$ cat config.mk
export PLATFORM = sky130hd
export DESIGN_NAME = eval_taper
export DESIGN_NICKNAME = d
export VERILOG_FILES = /design/src/eval_pkg.sv /design/src/eval_taper.sv
export VERILOG_INCLUDE_DIRS = /design/src /design/src/src
export SDC_FILE = /design/constraint.sdc
export NUM_CORES = 1
export LEC_CHECK = 0
export BUFFER_PORTS_ARGS = -buffer_cell sky130_fd_sc_hd__buf_2
export CAP_MARGIN = 20
export CORE_UTILIZATION = 35
export CTS_CLUSTER_SIZE = 16
export DETAILED_ROUTE_END_ITERATION = 10
export GPL_TIMING_DRIVEN = 0
export PLACE_DENSITY = 0.64
export SETUP_SLACK_MARGIN = 0.02
export SLEW_MARGIN = 10
export SYNTH_ARGS = -nofsm -noshare
export SYNTH_HDL_FRONTEND = slang
export SYNTH_SLANG_ARGS = --single-unit
export TNS_END_PERCENT = 20
$ cat constraint.sdc
create_clock -name clk -period 20 [get_ports clk]
set_input_delay 5 -clock clk [delete_from_list [all_inputs] [get_ports clk]]
set_output_delay 5 -clock clk [all_outputs]
set_load 0.01 [all_outputs]
$ cat src/numbat_config.svh
/* Evaluator configuration */
`ifndef NUMBAT_CONFIG_SVH
`define NUMBAT_CONFIG_SVH

`define PIECE_WIDTH 4
`define BOARD_WIDTH 256
`define EVAL_WIDTH 16 // Signed score width

// Piece codes with colour in bit 3
`define EMPTY        4'd0
`define WHITE_PAWN   4'd1
`define WHITE_KNIGHT 4'd2
`define WHITE_BISH   4'd3
`define WHITE_ROOK   4'd4
`define WHITE_QUEEN  4'd5
`define WHITE_KING   4'd6
`define BLACK_PAWN   4'd9
`define BLACK_KNIGHT 4'd10
`define BLACK_BISH   4'd11
`define BLACK_ROOK   4'd12
`define BLACK_QUEEN  4'd13
`define BLACK_KING   4'd14

// Piece values, middle game then endgame
`define VAL_PAWN_MG   82
`define VAL_PAWN_EG   94
`define VAL_KNIGHT_MG 337
`define VAL_KNIGHT_EG 281
`define VAL_BISHOP_MG 365
`define VAL_BISHOP_EG 297
`define VAL_ROOK_MG   477
`define VAL_ROOK_EG   512
`define VAL_QUEEN_MG  1025
`define VAL_QUEEN_EG  936

`define BISH_PAIR_MG 38
`define BISH_PAIR_EG 56
`define TPAWN_MG 4 // Per own pawn on the bishop's colour
`define TPAWN_EG 6

`define PHASE_MAX 24
`define LIGHT_SQUARES 64'h55AA_55AA_55AA_55AA // Row parity differs from column parity

`define EVAL_LATENCY 7
`define TOTAL_LATENCY 9 // Evaluators plus two taper stages

`endif

$ cat src/eval_pkg.sv
/* Shared evaluator types */
`include "numbat_config.svh"

package eval_pkg;

   typedef logic [`PIECE_WIDTH-1:0] piece_t;
   typedef logic [`BOARD_WIDTH-1:0] board_t; // Square 0 in the low nibble
   typedef logic [63:0] square_mask_t;
   typedef logic [6:0] square_count_t; // 0 to 64
   typedef logic signed [`EVAL_WIDTH-1:0] eval_t;
   typedef logic [4:0] phase_t; // 0 to 24

   // Middle game and endgame halves of one score
   typedef struct packed {
      eval_t mg;
      eval_t eg;
   } score_pair_t;

   typedef enum logic [1:0] {
      IDLE,
      BUSY,
      VALID
   } latency_state_t;

endpackage

$ cat src/eval_taper.sv
/* Tapered score blend */
`timescale 1ns/1ps
`include "numbat_config.svh"

module eval_taper
(
   input  logic                  clk,
   input  logic                  rst,
   input  logic                  capture,
   input  eval_pkg::score_pair_t white_bish,
   input  eval_pkg::score_pair_t black_bish,
   input  eval_pkg::score_pair_t material,
   input  eval_pkg::phase_t      phase,
   output eval_pkg::eval_t       score
);

   localparam int SUM_W   = `EVAL_WIDTH + 2; // Three terms
   localparam int BLEND_W = `EVAL_WIDTH + 8;

   logic signed [SUM_W-1:0]   sum_mg;
   logic signed [SUM_W-1:0]   sum_eg;
   logic signed [6:0]         weight_mg;
   logic signed [6:0]         weight_eg;
   logic signed [BLEND_W-1:0] blend_t1;

   assign sum_mg = SUM_W'(white_bish.mg) + SUM_W'(black_bish.mg) + SUM_W'(material.mg);
   assign sum_eg = SUM_W'(white_bish.eg) + SUM_W'(black_bish.eg) + SUM_W'(material.eg);
   assign weight_mg = {2'b00, phase};
   assign weight_eg = 7'(`PHASE_MAX) - weight_mg; // Endgame weight grows as pieces leave

   // Stage 1 weighted sum
   always_ff @(posedge clk)
   begin
      blend_t1 <= BLEND_W'(sum_mg) * BLEND_W'(weight_mg)
                + BLEND_W'(sum_eg) * BLEND_W'(weight_eg);
   end

   // Stage 2 divide and hold
   always_ff @(posedge clk)
   begin
      if (rst)
         score <= '0;
      else if (capture)
         score <= eval_pkg::eval_t'(blend_t1 / BLEND_W'(`PHASE_MAX)); // Truncates toward zero
   end

endmodule

[Word-level counts from Yosys, hierarchy flattened]
Cells that the tools add are included.
Widths: inputs -> output; s select.
Operators by class
  add/subtract/negate cells: 6
  $mul: 2
  divide/modulo/power cells: 1
Operators by type and width (number)
  $mul 18x6->24: 2
  $add 17x16->18: 2
  $add 16x16->17: 2
  $add 24x24->24: 1
  $div 24x6->24 const B: 1
  $sub 5x5->6 const A: 1
Storage, ports and cells
  bits in registers: 40
  output and inout port bits: 16

[Depth between registers and ports, before layout]
Gate-level depths: netlist (run 1).
  depth in word-level cells: 4
  gate-level depth with buffers: 37
  mapped depth without buffers: 37

[Worst setup path after synthesis (run 1)]
Ideal clock, no wire load.
  path kind: input -> register
  from: input white_bish[1] in the netlist's numbering
  to: register blend_t1[23]
  arrival time: 12.122 ns
  required time: 19.879 ns
  path slack: 7.757 ns
  stages: 35
  path buffers: 0
  cell sequence: fa_1 ha_1 fa_1 a21oi_1 nor2_1 nor2_1 xnor2_1 nand2_1 fa_1 fa_1 inv_1 fa_1 inv_1 fa_1 inv_1 fa_1 ha_1 inv_1 o21bai_1 a21oi_1 o21bai_1 a21oi_1 o21bai_1 a21oi_1 o21bai_1 a21oi_1 o21bai_1 a21oi_1 o21bai_1 a21oi_1 nor2b_1 o2111ai_1 nand3_1 o41a_1 xnor2_1
Between the ends
  longest elaborated chain between the ends: 4
RTL lines
  start, declared: RTL line eval_taper.sv:10  | input eval_pkg::score_pair_t white_bish,
  $add 16x16->17: RTL line eval_taper.sv:27  | assign sum_eg = SUM_W'(white_bish.eg) + SUM_W'(black_bish.eg) + SUM_W'(material.eg);
  $add 17x16->18: RTL line eval_taper.sv:27
  $mul 18x6->24: RTL line eval_taper.sv:35  | + BLEND_W'(sum_eg) * BLEND_W'(weight_eg);
  $add 24x24->24: RTL line eval_taper.sv:35
  end signal, assigned: RTL line eval_taper.sv:34  | blend_t1 <= BLEND_W'(sum_mg) * BLEND_W'(weight_mg)
  end, declared: RTL line eval_taper.sv:24  | logic signed [BLEND_W-1:0] blend_t1;
Every way passes these cells.
A chain may end at the register's enable or synchronous reset.

[Worst setup path in the final report (run 1)]
  from: input phase[1]
  to: register blend_t1[23]
Between the ends
  longest elaborated chain between the ends: 3
  elaborated cells between the ends (all ways): 4
  classes of those cells: add/sub: 2; mul: 2
RTL lines
  start, declared: RTL line eval_taper.sv:13  | input eval_pkg::phase_t phase,
  $sub 5x5->6: RTL line eval_taper.sv:29  | assign weight_eg = 7'(`PHASE_MAX) - weight_mg;
  $mul 18x6->24: RTL line eval_taper.sv:35
  $add 24x24->24 (*): RTL line eval_taper.sv:35
Mark *: on every way between the ends. The rest lies on a longest branch, timed or not.

==> results of run 1 <==
path summary, 6_finish.rpt:
check	from	endpoint	slack [ps]	cells after the start
worst max-delay path	phase[1]	blend_t1[23]$_DFF_P_	6790	36
worst min-delay path	score[3]$_SDFFE_PP0P_	score[3]$_SDFFE_PP0P_	480	2
worst max register to register	blend_t1[5]$_DFF_P_	score[6]$_SDFFE_PP0P_	12670	24
worst min register to register	score[3]$_SDFFE_PP0P_	score[3]$_SDFFE_PP0P_	480	2
through the flow:
stage | util | hold WS, ps
floorplan | - | 497
global placement | 0.389 | 469
detailed placement | 0.389 | 473
CTS | 0.394 | 487
global route | 0.394 | 508
finish | 0.394 | 485
kinds of logic (layout without fill, tap and decap cells):
family	Yosys count	count (layout)
muxes	16	16
DFF	40	40
and+or+nand+nor	487	487
AOI/OAI and AO/OA	276	276
adders and majority gates	311	311
buffers and inverters	271	396
xor gates and xnor gates	96	96
final cells by class:
class                      instances  area, sq um  share of cell area
tap                              461          577              0.0410
clock buffer                       5          125             0.00890
multi-input combinational       1186        10900               0.774
clock inverter                     3         46.3             0.00329
buffer                            47          203              0.0144
inverter                         224          841              0.0598
timing repair buffer             117          586              0.0417
sequential                        40          801              0.0570
flip-flops by register name (all words and copies together) (netlist names):
| name | flops |
|---|---|
| score | 16 |
| blend_t1 | 24 |
layer usage:
| layer | track usage | up-vias | wire [um] | share of wire |
|---|---|---|---|---|
| met2 | 0.294 | 278 | 14600 | 0.47 |
| li1 | - | 5199 | - | - |
| met3 | 0.00982 | 33 | 1310 | 0.042 |
| met4 | 0.0451 | 0 | 678 | 0.022 |
| met5 | 0 | - | 0 | 0 |
| met1 | 0.244 | 5173 | 14600 | 0.47 |
worst reg2reg max path, delay by kind of cell, from the launching register on:
family,cells,cell delay [ps]
compound gates,11,3100
fa+ha+maj,1,180
buf+inv,1,220
flops,1,360
mux,2,650
simple gates,9,2760
synth_stat cells (all sizes together), types with 20 or more instances:
cell type and count:
o21ai 39, inv 222, dfxtp 40, nand3 20, nor3 21, nand4 23
clkbuf 38, xnor2 77, o21bai 34, and2 102, ha 108, a21oi 77
nor2 98, nand2 153, fa 203
==> flow_summary.toml, run 1 <==
[status]
outcome = "finished with violations"
violated_checks = "design-rule violations"

[setup_path]
crit_path_start_kind = "primary input"
cp_slowest_stage_delay_ps = 800
critPathMaxFanout = 10
crit_path_top_delay_cell = "xor2_1"
cp_data_required_time_ps = 20170
criticalPathCategory = "in2reg"
timing.critical_path.max_delay_family = "adder cells"
worstPathArrival_ps = 13380
end_kind = "flip-flop"
crit_buf_inv = 9

[logic_synthesis]
syn-cell-area_sq_um = 12700
synth-async-reset-ratio = 0
yosys.area.top_type_share = 0.319
synthesis.area_per_instance_sq_um = 8.50
syn-num-nets = 1912
netlist_top_cells_area = "fa_1, ha_1, inv_1"
synth-compound-area-share = 0.155
yosys.area_share.adder = 0.426
postSynthCellCount = 1497
ys.flop_type = "dfxtp_1"
synthesis.yosys.warnings = 0
synth_xor_xnor_area_share = 0.0667
synthMuxAreaShare = 0.0142
largest_family_of_logic_cells_by_synthesized_area = "adder cells"
synth_sequential_area_ratio = 0.0629
synth_top_cell_by_area = "fa_1"
edff_count_synth = 0
yosys.cell_types.count = 92
yosys.area_share.simple = 0.194
ys_seq_elements = 40

[finish]
layout.cells.most_common = "inv_1"
areaGrowthSynthToFinish_pct = 10.5
nFillCells = 3630
num_antenna_cells = 0
mostFrequentLayoutCells = "inv_1, fa_1, nand2_1, buf_2, ha_1"
final_layout_size_suffix_gt1_frac = 0.104
nets = 2036
finish.instance_area_sq_um = 14100
layoutNonFillerInstCount = 2083

[floorplanning]
core_area_sq_um = 35700
die_x_um = 193
die_area_sq_um = 37100
design.portCount = 120
fp-row-count = 69
die_h_um = 193
initial_utilization = 0.357

[hold_path]
hold_path.class = "reg2reg"

[timing]
setup_slack_ps = 6790
slew_violations = 0
grt_setup_unrepaired = "false"
report.final.setup_viol = 0
post-route-period-util = 0.661
finalHoldViolations = 0
slew_headroom = 0.264
skew_ps = 10.0
achievable-frequency_ghz = 0.0757
finalCriticalPeriod_ps = 13210
timing_worst_slew_pin_value_ps = 1100
final.setup.tns_ps = 0

[detailed_routing]
wl_per_cell_um = 15.0
routed-via-count = 10700
first_iter_violations = 533
post-route-drc-count = 10
finalWirelength_um = 31200
detail-route-antenna-nets = 0
detail_route.vias_per_cell = 5.13
detailedRoute.firstPassIterationCount = 8

[clock_network]
cts.root.buffer_cell = "clkbuf_16"
cts_tree = "yes"
cts-hold-fix-buffers = 0
clock_path_buffers = 2
post-cts-setup-buffer-count = 0
insertion_delay_ps = 290
clk_transition_reported_paths_ps = 70
htree_num_levels = 2
cts_resized = 0
cts.sink_count = 40
tritoncts_buffer_count = 5

[placement]
place.detailed.instances = 2075
port-buffer-count = 117
place_ws_ps = 6400
detailed_place.area_sq_um = 13900
gpl.final_weighted_congestion = 0.857
hpwlAfterDp_um = 27300

[grt]
global_route.usage.total = 0.175
number_of_global_route_vias_before_repair = 10900
antenna_violations_before_repair = 0
grt_overflow_total = 0
grt_start_max_net_pins = 15
grt_first_pass_wirelength_um = 52600

[flow_run]
timing.max_cap.violations = 0
Power of run 1 is not shown: default switching activity piles up to over one toggle a cycle in this logic, so the estimate is an artifact.
==> inputs of run 2 (changes only) <==
Settings changed: ABC_AREA set to 1, PLACE_DENSITY 0.64 to 0.66.
Clock period 20 ns to 11.2 ns, I/O delays scaled along.
==> flow_summary.toml, run 2 <==
[clock_network]
cts.sink_count = 40
insertion_delay_ps = 290
cts-hold-fix-buffers = 0
cts_resized = 0
clock_path_buffers = 2
cts.root.buffer_cell = "clkbuf_16"
tritoncts_buffer_count = 5
cts_tree = "yes"
htree_num_levels = 2
post-cts-setup-buffer-count = 0
clk_transition_reported_paths_ps = 60

[floorplanning]
die_h_um = 183
fp-row-count = 65
core_area_sq_um = 31900
initial_utilization = 0.359
die_x_um = 183
design.portCount = 120
die_area_sq_um = 33400

[placement]
hpwlAfterDp_um = 22500
port-buffer-count = 116
place_ws_ps = 398
place.detailed.instances = 2047
gpl.final_weighted_congestion = 0.856

[timing]
timing_worst_slew_pin_value_ps = 765
slew_violations = 0
final.setup.tns_ps = 0
slew_headroom = 0.490
post-route-period-util = 0.919
achievable-frequency_ghz = 0.0972
finalCriticalPeriod_ps = 10290
finalHoldViolations = 0
setup_slack_ps = 910
report.final.setup_viol = 0
grt_setup_unrepaired = "false"
skew_ps = 5.78

[finish]
largest_register_ff_count = 24
final_layout_size_suffix_gt1_frac = 0.117
layoutNonFillerInstCount = 2055
nFillCells = 3302
layout.cells.most_common = "inv_1"
areaGrowthSynthToFinish_pct = 11.2
finish.utilization = 0.399
multi_input_area_sq_um = 9180
leading_registers_by_flop_count = "blend_t1 x24, score x16"
seqCellArea_sq_um = 801
max_flop_register = "blend_t1"
mostFrequentLayoutCells = "inv_1, nand2_1, fa_1, nor2_1, buf_2"
num_antenna_cells = 0
nets = 2034

[grt]
global_route.usage.total = 0.158
grt_start_max_net_pins = 14
grt_overflow_total = 0
grt_first_pass_wirelength_um = 43400
number_of_global_route_vias_before_repair = 9617
antenna_violations_before_repair = 0

[setup_path]
critPathMaxFanout = 5
cp_slowest_stage_delay_ps = 510
crit_path_top_delay_cell = "fa_1"
crit_path_start_kind = "primary input"
end_kind = "flip-flop"
cp_data_required_time_ps = 11410
criticalPathCategory = "in2reg"
cpMostUsedCell = "nand2_1"
worstPathArrival_ps = 10500
reg2reg_depth = 63

[logic_synthesis]
synth-async-reset-ratio = 0
ys_seq_elements = 40
syn-cell-area_sq_um = 11400
netlist_top_cells_area = "fa_1, ha_1, inv_1"
ys.flop_type = "dfxtp_1"
edff_count_synth = 0
yosys.cell_types.count = 39
yosys.area.top_type_share = 0.356
synthesis.area_per_instance_sq_um = 7.64
yosys.cell_count.top_type = "inv_1"
synthesis.yosys.warnings = 0
synth_sequential_area_ratio = 0.0701
synth_top_cell_by_area = "fa_1"
syn-num-nets = 1911
postSynthCellCount = 1496
post_synth_top_cells = "inv_1, nand2_1, fa_1"

[detailed_routing]
routed-via-count = 9407
first_iter_violations = 397
post-route-drc-count = 0
wl_per_cell_um = 12.0
detailedRoute.firstPassIterationCount = 5
finalWirelength_um = 24700
detail_route.vias_per_cell = 4.58
detail-route-antenna-nets = 0

[hold_path]
hold_path_depth = 2
hold_path.class = "reg2reg"

[status]
outcome = "finished, final reports clean"

[flow_run]
timing.max_cap.violations = 0
==> run 2: changes by cell type in the layout (fill, tap and decap cells not counted), sizes merged, moves of 46 or more <==
| cell | delta |
|---|---|
| nand3 | +46 |
| and2 | -98 |
| nor2 | +50 |
| nand2 | +149 |
| inv | +144 |
| xnor2 | -64 |
==> run 2: cells by family after synthesis <==
kind of cell,count (synthesis),synth area share
and+or+nand+nor,545,0.204
buffers and inverters,389,0.128
adders and majority gates,311,0.474
AOI/OAI and AO/OA,144,0.0727
xor gates and xnor gates,67,0.0520
DFF,40,0.0701
==> run 2: worst max-delay path, delay by kind of cell <==
family / cells / cell delay [ps]
XOR/XNOR: 2 / 340
AND/OR/NAND/NOR: 20 / 2360
adder cells (fa/ha/maj): 8 / 3470
buffers and inverters: 7 / 540
AO/OA/AOI/OAI: 9 / 970
==> run 2: routing by layer <==
| layer | track usage | routed length (um) | up-vias |
|---|---|---|---|
| met4 | 0.0279 | 368 | 0 |
| met3 | 0.0104 | 809 | 22 |
| met2 | 0.291 | 12500 | 148 |
| met5 | 0 | 0 | - |
| met1 | 0.204 | 11000 | 4502 |
| li1 | - | - | 4735 |
==> run 2: path summary, 6_finish.rpt <==
kind | endpoint | slack, ps | from
setup / recovery | blend_t1[23]$_DFF_P_ | 910 | white_bish[19]
hold / removal | score[1]$_SDFFE_PP0P_ | 470 | score[1]$_SDFFE_PP0P_
setup reg to reg | score[14]$_SDFFE_PP0P_ | 4290 | blend_t1[0]$_DFF_P_
hold reg to reg | score[1]$_SDFFE_PP0P_ | 470 | score[1]$_SDFFE_PP0P_
==> run 2: area by class of cell <==
class | count | area share
plain buffers | 22 | 0.00650
flip-flops and latches | 40 | 0.0630
multi-input cells | 1067 | 0.722
well taps | 435 | 0.0428
clock inverters | 2 | 0.00108
clock buffers | 6 | 0.0109
inverters | 367 | 0.108
repair buffers | 116 | 0.0457
==> run 2: per-stage QoR <==
stage / hold WS (ps) / cell area [sq um]
after floorplan: 490 / 11400
after global placement: 453 / 12600
after detailed placement: 460 / 12600
after CTS: 469 / 12700
after global routing: 499 / 12700
final: 466 / 12700
Power of run 2 is left out for the same reason.
==> inputs of run 3 (changes only) <==
Settings changed: MAX_ROUTING_LAYER set to met4.
==> flow_summary.toml, run 3 (synthesis results as in run 2) <==
[floorplanning]
core_area_sq_um = 31900
die_x_um = 183
die_area_sq_um = 33400
design.portCount = 120
initial_utilization = 0.359
die_h_um = 183
fp-row-count = 65

[timing]
achievable-frequency_ghz = 0.0944
slew_headroom = 0.274
finalCriticalPeriod_ps = 10600
worst_hold_slack_ps = 468
report.final.setup_viol = 0
finalHoldViolations = 0
slew_violations = 0
timing_worst_slew_pin_value_ps = 1080
grt_setup_unrepaired = "false"
skew_ps = 5.38
final.setup.tns_ps = 0
post-route-period-util = 0.946

[finish]
max_flop_register = "blend_t1"
final_layout_size_suffix_gt1_frac = 0.117
nets = 2034
areaGrowthSynthToFinish_pct = 11.4
mostFrequentLayoutCells = "inv_1, nand2_1, fa_1, nor2_1, buf_2"
leading_registers_by_flop_count = "blend_t1 x24, score x16"
finish.instance_area_sq_um = 12700
num_antenna_cells = 0
layout.cells.most_common = "inv_1"
largest_register_ff_count = 24

[clock_network]
insertion_delay_ps = 280
clock_path_buffers = 2
cts_tree = "yes"
cts.root.buffer_cell = "clkbuf_16"
cts_resized = 0
tritoncts_buffer_count = 5
cts-hold-fix-buffers = 0
htree_num_levels = 2
cts.sink_count = 40
post-cts-setup-buffer-count = 0
clk_transition_reported_paths_ps = 60

[flow_run]
timing.max_cap.violations = 0

[setup_path]
cp_slowest_stage_delay_ps = 870
critPathMaxFanout = 10
crit_path_start_kind = "primary input"
worstReg2RegEnd = "score[14]$_SDFFE_PP0P_"
crit_path_top_delay_cell = "nor3_1"
worstPathArrival_ps = 10800
critical_path.reg2reg.startpoint = "blend_t1[0]$_DFF_P_"
reg2reg_depth = 65
cp_data_required_time_ps = 11400
end_kind = "flip-flop"
criticalPathCategory = "in2reg"
r2r_slack_ps = 4330

[detailed_routing]
detail_route.vias_per_cell = 4.55
finalWirelength_um = 24900
routed-via-count = 9346
detailedRoute.firstPassIterationCount = 5
detail-route-antenna-nets = 0
post-route-drc-count = 0
wl_per_cell_um = 12.1
first_iter_violations = 470

[placement]
hpwlAfterDp_um = 22800
port-buffer-count = 116
gpl.final_weighted_congestion = 0.852
detailed_place.area_sq_um = 12600

[hold_path]
min_to = "score[1]$_SDFFE_PP0P_"
hold_path.class = "reg2reg"
hold_path_depth = 2
hold_path.startpoint = "score[1]$_SDFFE_PP0P_"

[grt]
number_of_global_route_vias_before_repair = 9729
grt_first_pass_wirelength_um = 44400
antenna_violations_before_repair = 0
grt_overflow_total = 0
grt_start_max_net_pins = 13
global_route.usage.total = 0.167

[status]
outcome = "finished, final reports clean"
[run 3: cell types whose count changed in the layout (fill, tap and decap cells not counted), sizes merged]
cell | before | now
bufinv | 0 | 1
clkbuf | 24 | 25
inv | 367 | 366
clkinv | 2 | 1
[run 3: critical path: cells and delay by family]
family                     cells  cell delay [ps]
adders and majority gates      6             3010
AOI/OAI and AO/OA              7             1220
xor gates and xnor gates       1              170
and+or+nand+nor               13             2110
buffers and inverters          7             1480
[run 3: area by class of cell]
cell class              count  area (sq um)
plain buffers              22          82.6
clock buffers               7           153
clock inverters             1          30.0
fillers                  3334         19100
inverters                 367          1380
multi-input cells        1067          9170
flip-flops and latches     40           801
well taps                 435           544
repair buffers            116           581
[run 3: how the worst max path moves through the flow]
stage	from	endpoint	slack, ps	cells after the start
after global placement	phase[2]	blend_t1[22]$_DFF_P_	450	34
final	phase[2]	blend_t1[22]$_DFF_P_	600	34
after CTS	phase[2]	blend_t1[22]$_DFF_P_	640	34
after floorplan	white_bish[1]	blend_t1[22]$_DFF_P_	1420	39
after global routing	phase[2]	blend_t1[22]$_DFF_P_	40	34
after detailed placement	phase[2]	blend_t1[22]$_DFF_P_	360	34
[run 3: routing by layer]
layer  track usage  vias up  part of all wire
met2         0.303      171              0.51
met5             -        -                 0
li1              -     4716                 -
met1         0.206     4441              0.43
met4        0.0198        0            0.0089
met3        0.0156       18             0.048
[run 3: stage by stage]
step | cells | setup WS (ps) | utilization
6_report | 2055 | 602 | 0.400
5_1_grt | 2055 | 42.3 | 0.400
4_1_cts | 2055 | 641 | 0.400
3_5_place_dp | 2047 | 362 | 0.394
3_3_place_gp | 2047 | 446 | 0.394
2_1_floorplan | 1496 | 1420 | -
Power of run 3 is left out for the same reason.
