<file path="config.mk">
export PLATFORM = sky130hd
export DESIGN_NAME = latency_sm
export DESIGN_NICKNAME = d
export VERILOG_FILES = /design/src/eval_pkg.sv /design/src/latency_sm.sv
export VERILOG_INCLUDE_DIRS = /design/src /design/src/src
export SDC_FILE = /design/constraint.sdc
export NUM_CORES = 1
export LEC_CHECK = 0
export BUFFER_PORTS_ARGS = -buffer_cell sky130_fd_sc_hd__buf_4
export CORE_AREA = 3 3 40 42
export CTS_CLUSTER_SIZE = 20
export DETAILED_ROUTE_END_ITERATION = 12
export DIE_AREA = 0 0 43 45
export HOLD_SLACK_MARGIN = 0.1
export PLACE_DENSITY = 0.38
export SYNTH_ARGS = -nofsm -noshare
export SYNTH_HDL_FRONTEND = slang
export SYNTH_SLANG_ARGS = --single-unit
</file>
<file path="constraint.sdc">
create_clock -name clk -period 2.2 [get_ports clk]
set_input_delay 0.33 -clock clk [delete_from_list [all_inputs] [get_ports clk]]
set_output_delay 0.33 -clock clk [all_outputs]
set_load 0.005 [all_outputs]
</file>
<file path="src/numbat_config.svh">
/* Evaluator configuration */
`ifndef NUMBAT_CONFIG_SVH
`define NUMBAT_CONFIG_SVH

`define PIECE_WIDTH 4
`define BOARD_WIDTH 256
`define EVAL_WIDTH 16 // Signed score width

// Piece codes with colour in bit 3
`define EMPTY        4'd0
`define WHITE_PAWN   4'd1
`define WHITE_KNIGHT 4'd2
`define WHITE_BISH   4'd3
`define WHITE_ROOK   4'd4
`define WHITE_QUEEN  4'd5
`define WHITE_KING   4'd6
`define BLACK_PAWN   4'd9
`define BLACK_KNIGHT 4'd10
`define BLACK_BISH   4'd11
`define BLACK_ROOK   4'd12
`define BLACK_QUEEN  4'd13
`define BLACK_KING   4'd14

// Piece values, middle game then endgame
`define VAL_PAWN_MG   82
`define VAL_PAWN_EG   94
`define VAL_KNIGHT_MG 337
`define VAL_KNIGHT_EG 281
`define VAL_BISHOP_MG 365
`define VAL_BISHOP_EG 297
`define VAL_ROOK_MG   477
`define VAL_ROOK_EG   512
`define VAL_QUEEN_MG  1025
`define VAL_QUEEN_EG  936

`define BISH_PAIR_MG 38
`define BISH_PAIR_EG 56
`define TPAWN_MG 4 // Per own pawn on the bishop's colour
`define TPAWN_EG 6

`define PHASE_MAX 24
`define LIGHT_SQUARES 64'h55AA_55AA_55AA_55AA // Row parity differs from column parity

`define EVAL_LATENCY 7
`define TOTAL_LATENCY 9 // Evaluators plus two taper stages

`endif

</file>
<file path="src/eval_pkg.sv">
/* Shared evaluator types */
`include "numbat_config.svh"

package eval_pkg;

   typedef logic [`PIECE_WIDTH-1:0] piece_t;
   typedef logic [`BOARD_WIDTH-1:0] board_t; // Square 0 in the low nibble
   typedef logic [63:0] square_mask_t;
   typedef logic [6:0] square_count_t; // 0 to 64
   typedef logic signed [`EVAL_WIDTH-1:0] eval_t;
   typedef logic [4:0] phase_t; // 0 to 24

   // Middle game and endgame halves of one score
   typedef struct packed {
      eval_t mg;
      eval_t eg;
   } score_pair_t;

   typedef enum logic [1:0] {
      IDLE,
      BUSY,
      VALID
   } latency_state_t;

endpackage

</file>
<file path="src/latency_sm.sv">
/* Result valid state machine */
`timescale 1ns/1ps

module latency_sm
(
   input  logic clk,
   input  logic rst,
   input  logic board_valid,
   input  logic clear_eval,
   input  logic done,
   output logic start,
   output logic capture,
   output logic eval_valid
);

   eval_pkg::latency_state_t state;

   assign start      = board_valid && (state != eval_pkg::BUSY); // Boards in BUSY are dropped
   assign eval_valid = (state == eval_pkg::VALID);

   always_ff @(posedge clk)
   begin
      if (rst)
      begin
         state   <= eval_pkg::IDLE;
         capture <= 1'b0;
      end
      else
      begin
         capture <= (state == eval_pkg::BUSY) && done; // Cycle after the timer expires
         case (state)
            eval_pkg::IDLE:
            begin
               if (board_valid)
                  state <= eval_pkg::BUSY;
            end
            eval_pkg::BUSY:
            begin
               if (capture)
                  state <= eval_pkg::VALID;
            end
            eval_pkg::VALID:
            begin
               // A new board takes priority over a clear
               if (board_valid)
                  state <= eval_pkg::BUSY;
               else if (clear_eval)
                  state <= eval_pkg::IDLE;
            end
            default:
               state <= eval_pkg::IDLE;
         endcase
      end
   end

   assert property (@(posedge clk) disable iff (rst) capture |=> eval_valid);

   // Valid only ever comes from a capture
   assert property (@(posedge clk) disable iff (rst)
      $rose(eval_valid) |-> $past(capture));

endmodule

</file>
[After elaboration in Yosys (flattened, before gate mapping)]
Cells that the tools add are included.
W data, S select, Z words.
Storage, ports and cells
  flip-flop bits (word level): 3
  output and inout bits: 3
  word-level logic and storage cells: 17
Operators by class
  equality and inequality tests: 6
  mux-type cells: 5
  reductions and logical operators: 4
Operator list (number)
  $mux W2: 4
  $pmux W2 S3: 1
  $ne A2 B2 Y1 const B: 2
  $ne A3 B3 Y1 const B: 1
  $reduce_and A3 Y1: 1
  $eq A2 B1 Y1 const B: 1
  $eq A2 B2 Y1 const B: 1
  $logic_and A1 B1 Y1: 2
  $logic_not A2 Y1: 1
  $ne A2 B1 Y1 const B: 1

[Longest topological paths before layout]
Gate-level depths: netlist of run 1.
  word-level depth: 3
  gate-level depth with buffers: 2
  gate-level depth less buffers: 2

[Least setup slack after synthesis of run 1]
Ideal clock, no wire load.
  path type: register to register
  start: register state[0]
  end: register state[1]
  library setup time: 70 ps
  arrival time: 934 ps
  slack: 1197 ps
  stages on the path, launching flop included: 3
  clock period less this slack: 1003 ps
  cells stage by stage: dfxtp_1 -> or4b_1 -> a21oi_1
On the way
  longest elaborated chain between the ends: 3
  elaborated cells between the ends (all ways): 8
RTL lines
  start, declared: RTL line latency_sm.sv:16  | eval_pkg::latency_state_t state;
  start signal, assigned: RTL line latency_sm.sv:25  | state <= eval_pkg::IDLE;
  start signal, assigned: RTL line latency_sm.sv:35  | state <= eval_pkg::BUSY;
  start signal, assigned: RTL line latency_sm.sv:40  | state <= eval_pkg::VALID;
  $eq A2 B2 Y1, or another cell as far along: RTL line latency_sm.sv:31  | case (state)
  $ne A3 B3 Y1 (no source line) / $ne A2 B2 Y1 (equally long branches)
  $reduce_and A3 Y1 (no source line)
Several ways; a longest one is shown, not always the timed one.
A chain may end at the register's enable or synchronous reset.

[Worst setup path after layout of run 1]
  start: register state[1]
  end: output start
On the way
  longest elaborated chain between the ends: 2
RTL lines
  $ne A2 B1 Y1: RTL line latency_sm.sv:18  | assign start = board_valid && (state != eval_pkg::BUSY);
  $logic_and A1 B1 Y1: RTL line latency_sm.sv:18
  end, declared: RTL line latency_sm.sv:11  | output logic start,
No other way between the ends.

==> results of run 1 <==
[kinds of logic after synthesis]
group,Yosys count
AO/OA/AOI/OAI,3
flip-flops,3
AND/OR/NAND/NOR,6
buffers and inverters,1
[layout by cell type, fill, tap and decap left out]
cell type	instances
a21boi_0	1
a21oi_1	2
buf_4	7
clkbuf_1	1
clkbuf_4	3
dfxtp_1	3
inv_1	1
nand2b_1	1
nand3b_1	1
nor2_1	1
nor4bb_1	1
or3b_1	1
or4b_1	1
[power groups by stage]
stage	Sequential, W	Combinational, W	Clock, W
final	0.0000603	0.0000156	0.0000962
after global routing	0.0000608	0.0000177	0.000106
after CTS	0.0000602	0.0000159	0.000102
after detailed placement	0.0000612	0.0000158	0
after global placement	0.0000610	0.0000159	0
after floorplan	0.0000602	0.00000568	0
[flip-flops by register name, indices dropped and copies added (netlist names)]
| signal | count |
|---|---|
| capture | 1 |
| state | 2 |
[final cells by class]
class                   instances  area share [%]
multi-input cells               9            28.3
flip-flops and latches          3            26.7
repair buffers                  7            23.3
clock buffers                   4            11.7
well taps                      15            8.33
inverters                       1            1.67
[through the flow]
step	area (µm²)	hold WS, ns	std cells	total power [W]	setup slack (ns)
2_1_floorplan	128	0.399	13	0.0000659	1.20
3_3_place_gp	199	0.481	35	0.0000770	1.08
3_5_place_dp	199	0.478	35	0.0000769	1.06
4_1_cts	225	0.267	39	0.000178	0.857
5_1_grt	225	0.272	39	0.000185	0.789
6_report	225	0.275	39	0.000172	0.881
[critical path, delay by kind of cell (launching register included)]
family,cells,cell delay (ns)
flip-flops,1,0.37
buffers and inverters,2,0.21
AO/OA/AOI/OAI,1,0.18
[per-layer routing]
metal  routed length [µm]  global-route usage (%)
met5                    0                       0
met4                    0                    5.42
met3                   51                    3.98
met2                   98                    2.99
met1                  166                    5.53
[worst min-delay path by stage]
stage,from,endpoint,cells after the start
after floorplan,rst,state[0],1
after detailed placement,state[1],capture,1
after CTS,rst,state[0],2
after global placement,state[1],capture,1
final,rst,state[0],2
after global routing,rst,state[1],2
==> summary.txt, run 1 <==
Clock tree
  • Worst-case clock buffer depth: 2
  • H-Tree Level Count: 1
  • CTS Buf Count: 3
  • CTS clock-pin slew for the worst setup and hold paths: roughly 0.040 ns
  • Number of setup buffers added after CTS: 0
  • Skew-Pair Late Insertion Delay: roughly 0.23 ns
  • TritonCTS clock tree: built
  • Count of hold buffers inserted by post-cts repair: 0
  • Number of sinks driven by the clock tree: 3
  • Buffer cell driving the clock tree root: clkbuf_4
  • Number of gates given a new drive strength after cts: 0

Critical path
  • Start point of the critical path: state[1]
  • Critical path cell sequence: inv_1, a21boi_0, buf_4
  • R2R Path Start: state[0]
  • Max Fanout on Critical Path: 5
  • R2r setup slk: approximately 1.1 ns
  • Sort of element at the end of the critical path: output pin
  • Kind of start point of the critical path: register
  • Worst Setup Path Type: register to output pin
  • Length in cells of the worst reg-to-reg path: 2
  • Capture instance of the worst register-to-register path: state[1]
  • Slowest cell on the critical path: dfxtp_1
  • Data arrival at the endpoint of the critical path: slightly below 1 ns
  • Worst EP required: between 1.5 and 2 ns
  • Crit path largest cell delay: ~0.37 ns
  • Last element of the critical path: start

Floorplan
  • Die outline height: 45 µm
  • Total Die Area: 1940 µm²
  • Number of top-level pins: 8
  • Row cnt: 13
  • Placeable core area: approximately 1300 µm²
  • Initial standard-cell utilization of the core: under 10%
  • Die boundary width: ~43 µm

Run
  • Max-Cap Viols: 0

Place
  • Total half-perimeter wirelength after legalization and detailed placement: 240 µm
  • Final weighted congestion in routability-driven placement: about 0.58
  • Port Buffers: 7

Logic synthesis
  • Largest cells by area after synthesis: dfxtp_1, a21oi_1, nor4bb_1, or4b_1, or3b_1
  • Share of the synthesized area in compound gates (AO/OA/AOI/OAI): around 14%
  • Portion of netlist area occupied by mux cells: 0%
  • Top FF cell, synth: dfxtp_1
  • Syn Inst Count: 13
  • Number of nets in the synthesized netlist: 18
  • Share of synthesized area occupied by flip-flops and latches: a little under half
  • Mapped Area: 128 µm²
  • Post-synth EDFFs: 0
  • Fraction of post-synthesis cell area in the top cell type by area: between 40% and 50%
  • Basic-gate share of the synthesized area counting and, or, nand and nor cells: between 30% and 40%
  • Synth Area per Inst: between 9 and 10 µm²
  • Proportion of synthesized flip-flops having asynchronous set or reset: 0%
  • Xor/xnor share of the synthesized area: 0%
  • Post-synthesis share of cell area spent on full adders, half adders and majority gates: 0%
  • Biggest area consumer among synthesized cells: dfxtp_1
  • Number of synthesized register bits: 3
  • Dominant combinational cell family by area after synthesis: simple AND/OR/NAND/NOR gates
  • Most frequently used cell type in the post-synthesis netlist: dfxtp_1
  • Yosys Warn Count: 0
  • Most used standard cells in the synthesized netlist: dfxtp_1, a21oi_1
  • Distinct cell type count of the synthesized netlist: 10

Detailed routing
  • Detailed router's first-iteration violation count: 3
  • DRC Markers: 0
  • Routed Wire Length: roughly 320 µm
  • Number of detailed-route iterations in the first pass: 4
  • Routed length per placed instance: roughly 8.1 µm
  • Vias per cell: 3.46
  • Vias post-DR: between 100 and 150
  • Number of antenna-violating nets in the routed design: 0

Global routing
  • Antenna violations before repair: 0
  • Wire length of the first global-routing pass: 517 µm
  • Sum of overflow across all layers after global routing: 0
  • Number of global-route vias before repair: 124
  • Maximum number of pins on one net before global-route repair: 8
  • GRT Util Overall: roughly 4.3%

Pwr
  • Leakage Power: between 0.09 and 0.1 nW
  • Combinational share of power: around 9%
  • Switching part of the total power: between 20% and 30%
  • Maximum vdd drop: 193 µV
  • Cell Pwr Density: 765 nW/µm²
  • Fraction of power consumed by the clock network: ~56%
  • Switching power total: 0.0000360 W
  • Sequential Power Share: 35.0%
  • Cell internal pwr: 0.000136 W

Layout
  • Final net count: 30
  • Combined area of the multi-input logic cells: 63.8 µm²
  • Fraction of final layout cells sized beyond drive strength 1: about two fifths
  • Final Core Density: approximately 18%
  • Footprint of the flip-flops and latches: 60.1 µm²
  • # fillers: about 150
  • Layout Area Growth over Synthesis: 76.5%
  • Diodes inserted: 0

STA
  • Final setup fails: 0
  • TNS Setup: 0 ns
  • Max-slew violations: 0
  • Worst-margin pin slew: slightly below 0.2 ns
  • Post-route fraction of the period consumed by the critical path: roughly 60%
  • RSZ-0062 raised after global routing: false
  • Relative slew slack: 86.8%
  • Period minus WS final: 1.32 ns
  • Setup clock skew after layout: approximately 0.00046 ns
  • Max Fclk: between 700 and 800 MHz
  • Hold Fails Final Rpt: 0

Min path
  • Path category of the worst min-delay check: input port to register

Outcome
  • Status: finished clean
Power figures use the tool's default switching activity.
==> inputs of run 2 (changes only) <==
Settings changed: ABC_AREA set to 1, PLACE_DENSITY 0.38 to 0.41.
Clock period 2.2 ns to 1.1 ns, I/O delays scaled along.
==> run 2 against run 1 <==
  * Via count grew 50%
  * Cell count grew 44%
  * Core utilization grew 5.8 points
  * Synthesized area grew 24%
  * First-iteration DRC count shrank 67%
  * Wire length grew 36%
  * Sequential power grew 100%
  * Flip-flop and latch count is the same
  * Clock-buffer cell count is the same
  * Critical endpoint is now eval_valid
  * Largest power group unchanged
==> summary.txt, run 2 <==
Floorplan
  • Total Die Area: 1940 µm² (unchanged)
  • Die boundary width: 43 µm (unchanged)
  • Placeable core area: 1280 µm² (unchanged)
  • Number of top-level pins: 8 (unchanged)
  • Die outline height: 45 µm (unchanged)
  • Initial standard-cell utilization of the core: 12.3% (+2.3 points)
  • Row cnt: 13 (unchanged)

Detailed routing
  • Routed Wire Length: 429 µm (+36%)
  • Number of antenna-violating nets in the routed design: 0 (unchanged)
  • Vias post-DR: 203 (+50%)
  • Number of detailed-route iterations in the first pass: 4 (unchanged)
  • Routed length per placed instance: 7.66 µm (-5.5%)
  • Detailed router's first-iteration violation count: 1 (-2)
  • Vias per cell: 3.63 (+4.7%)
  • DRC Markers: 0 (unchanged)

STA
  • TNS Setup: 0 ns (unchanged)
  • Period minus WS final: approximately 1.0 ns
  • Worst-margin pin slew: 0.145 ns (-0.0505 ns)
  • Relative slew slack: 90.2% (+3.4 points)
  • Hold Fails Final Rpt: 0 (unchanged)
  • Max-slew violations: 0 (unchanged)
  • Final setup fails: 0 (unchanged)
  • Least setup slack across all paths after layout: 0.0544 ns (-0.827 ns)
  • RSZ-0062 raised after global routing: false
  • Minimum hold slack: 0.157 ns (-0.118 ns)
  • Max Fclk: ~960 MHz
  • Setup clock skew after layout: 0.00315 ns (+0.00269 ns)
  • Post-route fraction of the period consumed by the critical path: between 90% and 100%

Global routing
  • Antenna violations before repair: 0 (unchanged)
  • GRT Util Overall: 5.24% (+0.92 points)
  • Maximum number of pins on one net before global-route repair: 5 (-3)
  • Sum of overflow across all layers after global routing: 0 (unchanged)
  • Number of global-route vias before repair: 176 (+42%)
  • Wire length of the first global-routing pass: 634 µm (+23%)

Layout
  • Fraction of final layout cells sized beyond drive strength 1: 46.3% (+4.7 points)
  • Layout Area Growth over Synthesis: 90.5%
  • Commonest cells after routing, fill and taps aside: buf_4, nand2_1, inv_1, nor2_1, clkbuf_4
  • Leading cell type in the layout, fill and taps excluded: buf_4
  • Flip-flop count of the largest register, all copies and words added: 2 (unchanged)
  • Non-filler instance count after layout: 56 (+44%)
  • Final net count: 47 (+57%)
  • Diodes inserted: 0 (unchanged)
  • Register name with the most flops: state
  • Registers with the most flip-flops: state: 2 flops, capture: 1 flops

Critical path
  • Capture instance of the worst register-to-register path: capture
  • Max Fanout on Critical Path: 3 (-2)
  • Kind of start point of the critical path: register
  • R2r setup slk: 0.14 ns (-0.99 ns)
  • Worst EP required: 0.94 ns (-0.93 ns)
  • Data arrival at the endpoint of the critical path: 0.88 ns (-0.11 ns)
  • Worst Setup Path Type: register to output pin
  • R2R Path Start: state[0]
  • Length in cells of the worst reg-to-reg path: 7 (+5)
  • Sort of element at the end of the critical path: output pin

Pwr
  • Maximum vdd drop: 403 µV (+110%)
  • Leakage Power: 0.154 nW (+64%)
  • Cell Pwr Density: 1310 nW/µm² (+71%)

Clock tree
  • CTS clock-pin slew for the worst setup and hold paths: 0.04 ns (about the same)
  • Number of sinks driven by the clock tree: 3 (unchanged)
  • Worst-case clock buffer depth: 2 (unchanged)
  • Buffer cell driving the clock tree root: clkbuf_4
  • H-Tree Level Count: 1 (unchanged)
  • CTS Buf Count: 3 (unchanged)
  • TritonCTS clock tree: built
  • Skew-Pair Late Insertion Delay: 0.23 ns (about the same)

Logic synthesis
  • Mapped Area: 158 µm² (+24%)
  • Synth Area per Inst: 6.31 µm² (-36%)
  • Most frequently used cell type in the post-synthesis netlist: nand2_1
  • Most used standard cells in the synthesized netlist: nand2_1, inv_1, nor2_1
  • Top FF cell, synth: dfxtp_1
  • Share of synthesized area occupied by flip-flops and latches: 38.1% (-9.0 points)
  • Yosys Warn Count: 0 (unchanged)
  • Number of nets in the synthesized netlist: 30 (+12)
  • Proportion of synthesized flip-flops having asynchronous set or reset: 0% (unchanged)
  • Largest cells by area after synthesis: dfxtp_1, nand2_1, inv_1, nor2_1, nor3b_2
  • Biggest area consumer among synthesized cells: dfxtp_1
  • Number of synthesized register bits: 3 (unchanged)
  • Post-synth EDFFs: 0 (unchanged)
  • Syn Inst Count: 25 (+12)
  • Distinct cell type count of the synthesized netlist: 8 (-2)
  • Fraction of post-synthesis cell area in the top cell type by area: 38.1% (-9.0 points)

Place
  • Cell total after placement: 47 (+34%)
  • Port Buffers: 7 (unchanged)
  • Final weighted congestion in routability-driven placement: 0.629 (+9.2%)
  • Worst setup timing slack at the placement stage: 0.175 ns (-0.886 ns)

Outcome
  • Status: finished clean

Min path
  • Path category of the worst min-delay check: input port to register
  • Depth of the worst hold-timing path: 3 (+1)
  • Worst Hold Path EP: capture
  • Startpoint of the most critical hold path: done

Run
  • Max-Cap Viols: 0 (unchanged)
-- run 2: cell count changes after synthesis, sizes merged --
| cell | change |
|---|---|
| nand2 | +6 |
| inv | +4 |
| nor2 | +4 |
| o21ai | +3 |
| a21boi | -1 |
| nand2b | -1 |
| nand3b | -1 |
| nor3b | +1 |
| nor4bb | -1 |
| or3b | -1 |
| or4b | -1 |
-- run 2: layout make-up --
class | instances | area, µm²
fill | 153 | 985
timing repair buffer | 12 | 92.6
multi-input combinational | 17 | 81.3
sequential | 3 | 62.6
clock buffer | 4 | 26.3
inverter | 5 | 18.8
tap | 15 | 18.8
-- run 2: worst max path at each step --
stage,from,to,slack [ns],depth (start not counted)
after CTS,state[0],start,0.01,4
after global routing,state[0],start,0.004,4
final,state[0],eval_valid,0.05,3
after global placement,state[0],start,0.17,4
after floorplan,state[0],state[1],0.35,4
after detailed placement,state[0],start,0.18,4
-- run 2: metrics by stage --
step	utilization [%]	total power, W	instance area (µm²)
final	23.4	0.000393	300
after global routing	23.4	0.000426	300
after CTS	22.3	0.000401	287
after detailed placement	17.8	0.000176	229
after global placement	17.8	0.000176	229
after floorplan	-	0.000149	158
-- run 2: timing repair --
action	in CTS	in global routing
resized for setup	2	2
buffers inserted	4	0
pin swaps	1	1
setup endpoints to repair	1	2
hold endpoints to repair	0	1
hold buffers	0	1
-- run 2: metal layers --
layer	global-route usage (%)	wire (µm)	vias to the layer above
met5	0	0	-
met1	3.61	143	86
li1	-	-	109
met4	7.23	16	0
met2	8.68	236	6
met3	2.79	33	2
-- run 2: power breakdown --
| part | switching, W | internal [W] | leakage [nW] |
|---|---|---|---|
| clock | 0.0000557 | 0.000136 | 0.0150 |
| combinational | 0.0000329 | 0.0000471 | 0.114 |
| sequential | 0.00000460 | 0.000116 | 0.0253 |
| total | 0.0000931 | 0.000299 | 0.154 |
-- run 2: cells by family (layout without fill, tap and decap cells) --
family | count (synthesis) | in the layout | synth area share (%)
buf+inv | 5 | 21 | 11.9
flops | 3 | 3 | 38.1
simple gates | 12 | 12 | 34.1
compound gates | 5 | 5 | 15.9
-- run 2: critical path: stages (launching register included) --
cell	delay, ns
dfxtp_2	0.31
buf_4	0.13
nor2_1	0.09
buf_4	0.11
==> inputs of run 3 (changes only) <==
Settings changed: PLACE_DENSITY 0.41 to 0.4.
Clock period 1.1 ns to 1.4 ns, I/O delays scaled along.
==> run 3 against run 2 <==
  * Flip-flop and latch count stayed put
  * Clock power is 22% lower
  * Sequential share of layout area rose by 2.7 points
  * Sequential power decreased by 21%
  * Core utilization fell by 3.5 points
  * Highest routed layer unchanged
  * Largest cell class is now multi-input combinational cells
==> summary.txt, run 3 (synthesized netlist as in run 2, its figures left out) <==
Outcome
  • Status: finished clean

Floorplan
  • Number of top-level pins: 8 (unchanged)
  • Initial standard-cell utilization of the core: 12.3% (unchanged)
  • Die boundary width: 43 µm (unchanged)
  • Total Die Area: 1940 µm² (unchanged)
  • Die outline height: 45 µm (unchanged)
  • Row cnt: 13 (unchanged)
  • Placeable core area: 1280 µm² (unchanged)

Pwr
  • Leakage Power: 0.129 nW (-16%)
  • Cell Pwr Density: 1120 nW/µm² (-14%)
  • Maximum vdd drop: 243 µV (-40%)

Detailed routing
  • Routed Wire Length: 375 µm (-13%)
  • Number of antenna-violating nets in the routed design: 0 (unchanged)
  • Routed length per placed instance: 7.35 µm (-4.0%)
  • Number of detailed-route iterations in the first pass: 1 (-3)
  • DRC Markers: 0 (unchanged)
  • Vias per cell: 3.63 (about the same)
  • Vias post-DR: 185 (-8.9%)
  • Detailed router's first-iteration violation count: 0 (-1)

Layout
  • Registers with the most flip-flops: state: 2 flops, capture: 1 flops
  • Final net count: 42 (-11%)
  • # fillers: 160 (+4.6%)
  • Register name with the most flops: state
  • Fraction of final layout cells sized beyond drive strength 1: 30.6% (-16 points)
  • Commonest cells after routing, fill and taps aside: buf_4, nand2_1, inv_1, nor2_1
  • Diodes inserted: 0 (unchanged)
  • Layout Area Growth over Synthesis: 61.9%
  • Leading cell type in the layout, fill and taps excluded: buf_4
  • Non-filler instance count after layout: 51 (-8.9%)
  • Flip-flop count of the largest register, all copies and words added: 2 (unchanged)

STA
  • Period minus WS final: approximately 1.2 ns
  • RSZ-0062 raised after global routing: false
  • TNS Setup: 0 ns (unchanged)
  • Max-slew violations: 0 (unchanged)
  • Final setup fails: 0 (unchanged)
  • Max Fclk: 824 MHz
  • Hold Fails Final Rpt: 0 (unchanged)
  • Setup clock skew after layout: 0.000345 ns (-0.00280 ns)
  • Worst-margin pin slew: 0.137 ns (-0.00764 ns)
  • Relative slew slack: 90.8% (+0.51 points)
  • Post-route fraction of the period consumed by the critical path: between 80 and 90%

Place
  • Port Buffers: 7 (unchanged)
  • Final weighted congestion in routability-driven placement: 0.643 (+2.2%)
  • Cell total after placement: 47 (unchanged)

Clock tree
  • H-Tree Level Count: 1 (unchanged)
  • Number of sinks driven by the clock tree: 3 (unchanged)
  • CTS clock-pin slew for the worst setup and hold paths: 0.04 ns (about the same)
  • Worst-case clock buffer depth: 2 (unchanged)
  • CTS Buf Count: 3 (unchanged)
  • Buffer cell driving the clock tree root: clkbuf_4
  • TritonCTS clock tree: built
  • Skew-Pair Late Insertion Delay: 0.23 ns (about the same)
  • Count of hold buffers inserted by post-cts repair: 0 (unchanged)
  • Number of gates given a new drive strength after cts: 0 (-2)
  • Number of setup buffers added after CTS: 0 (-4)

Global routing
  • Sum of overflow across all layers after global routing: 0 (unchanged)
  • Antenna violations before repair: 0 (unchanged)
  • GRT Util Overall: 4.74% (-0.50 points)
  • Maximum number of pins on one net before global-route repair: 5 (unchanged)
  • Wire length of the first global-routing pass: 600 µm (-5.4%)
  • Number of global-route vias before repair: 189 (+7.4%)

Critical path
  • Worst EP required: 1.19 ns (+0.25 ns)
  • Kind of start point of the critical path: register
  • Worst Setup Path Type: register to output pin
  • Data arrival at the endpoint of the critical path: 1.00 ns (+0.12 ns)
  • Max Fanout on Critical Path: 4 (+1)
  • Sort of element at the end of the critical path: output pin

Run
  • Max-Cap Viols: 0 (unchanged)

Min path
  • Path category of the worst min-delay check: input port to register
[run 3: per-stage QoR]
| stage | worst slack, ns | instance area (µm²) | power, W | hold WS (ns) | utilization [%] |
|---|---|---|---|---|---|
| finish | 0.187 | 255 | 0.000286 | 0.162 | 19.9 |
| CTS | 0.160 | 255 | 0.000298 | 0.155 | 19.9 |
| detailed placement | 0.412 | 229 | 0.000138 | 0.407 | 17.8 |
| global route | 0.0928 | 255 | 0.000306 | 0.158 | 19.9 |
| floorplan | 0.613 | 158 | 0.000117 | 0.280 | - |
| global placement | 0.421 | 229 | 0.000138 | 0.402 | 17.8 |
[run 3: power by group]
part	internal [W]	leakage [nW]	total, W	switching (W)
clock network	0.000107	0.0150	0.000150	0.0000432
registers	0.0000908	0.0246	0.0000951	0.00000432
logic	0.0000212	0.0899	0.0000407	0.0000195
total	0.000219	0.129	0.000286	0.0000670
[run 3: area by class of cell]
type	count	area, µm²	area share [%]
Timing Repair Buffer	7	52.6	20.6
Clock buffer	4	26.3	10.3
Inverter	5	18.8	7.35
Tap cell	15	18.8	7.35
Sequential cell	3	60.1	23.5
Multi-Input combinational cell	17	78.8	30.9
[run 3: critical path: stages (launching register included)]
cell and delay (ns):
dfxtp_1 0.36, inv_1 0.09, nor2_1 0.13, nor2_1 0.06, buf_4 0.13
[run 3: layer usage]
layer	wire length [µm]	vias up	share of wire, %	track usage [%]
met3	30	2	8.0	1.99
met2	189	6	50	7.49
li1	-	98	-	-
met1	139	79	37	2.88
met4	16	0	4.3	9.04
met5	0	-	0	0
[run 3: final timing paths]
path | start | endpoint | slack [ns] | cells past startpoint
max | state[0] | start | 0.19 | 4
max reg2reg | state[0] | state[0] | 0.56 | 4
min reg2reg | state[1] | capture | 0.57 | 3
min | rst | capture | 0.16 | 2
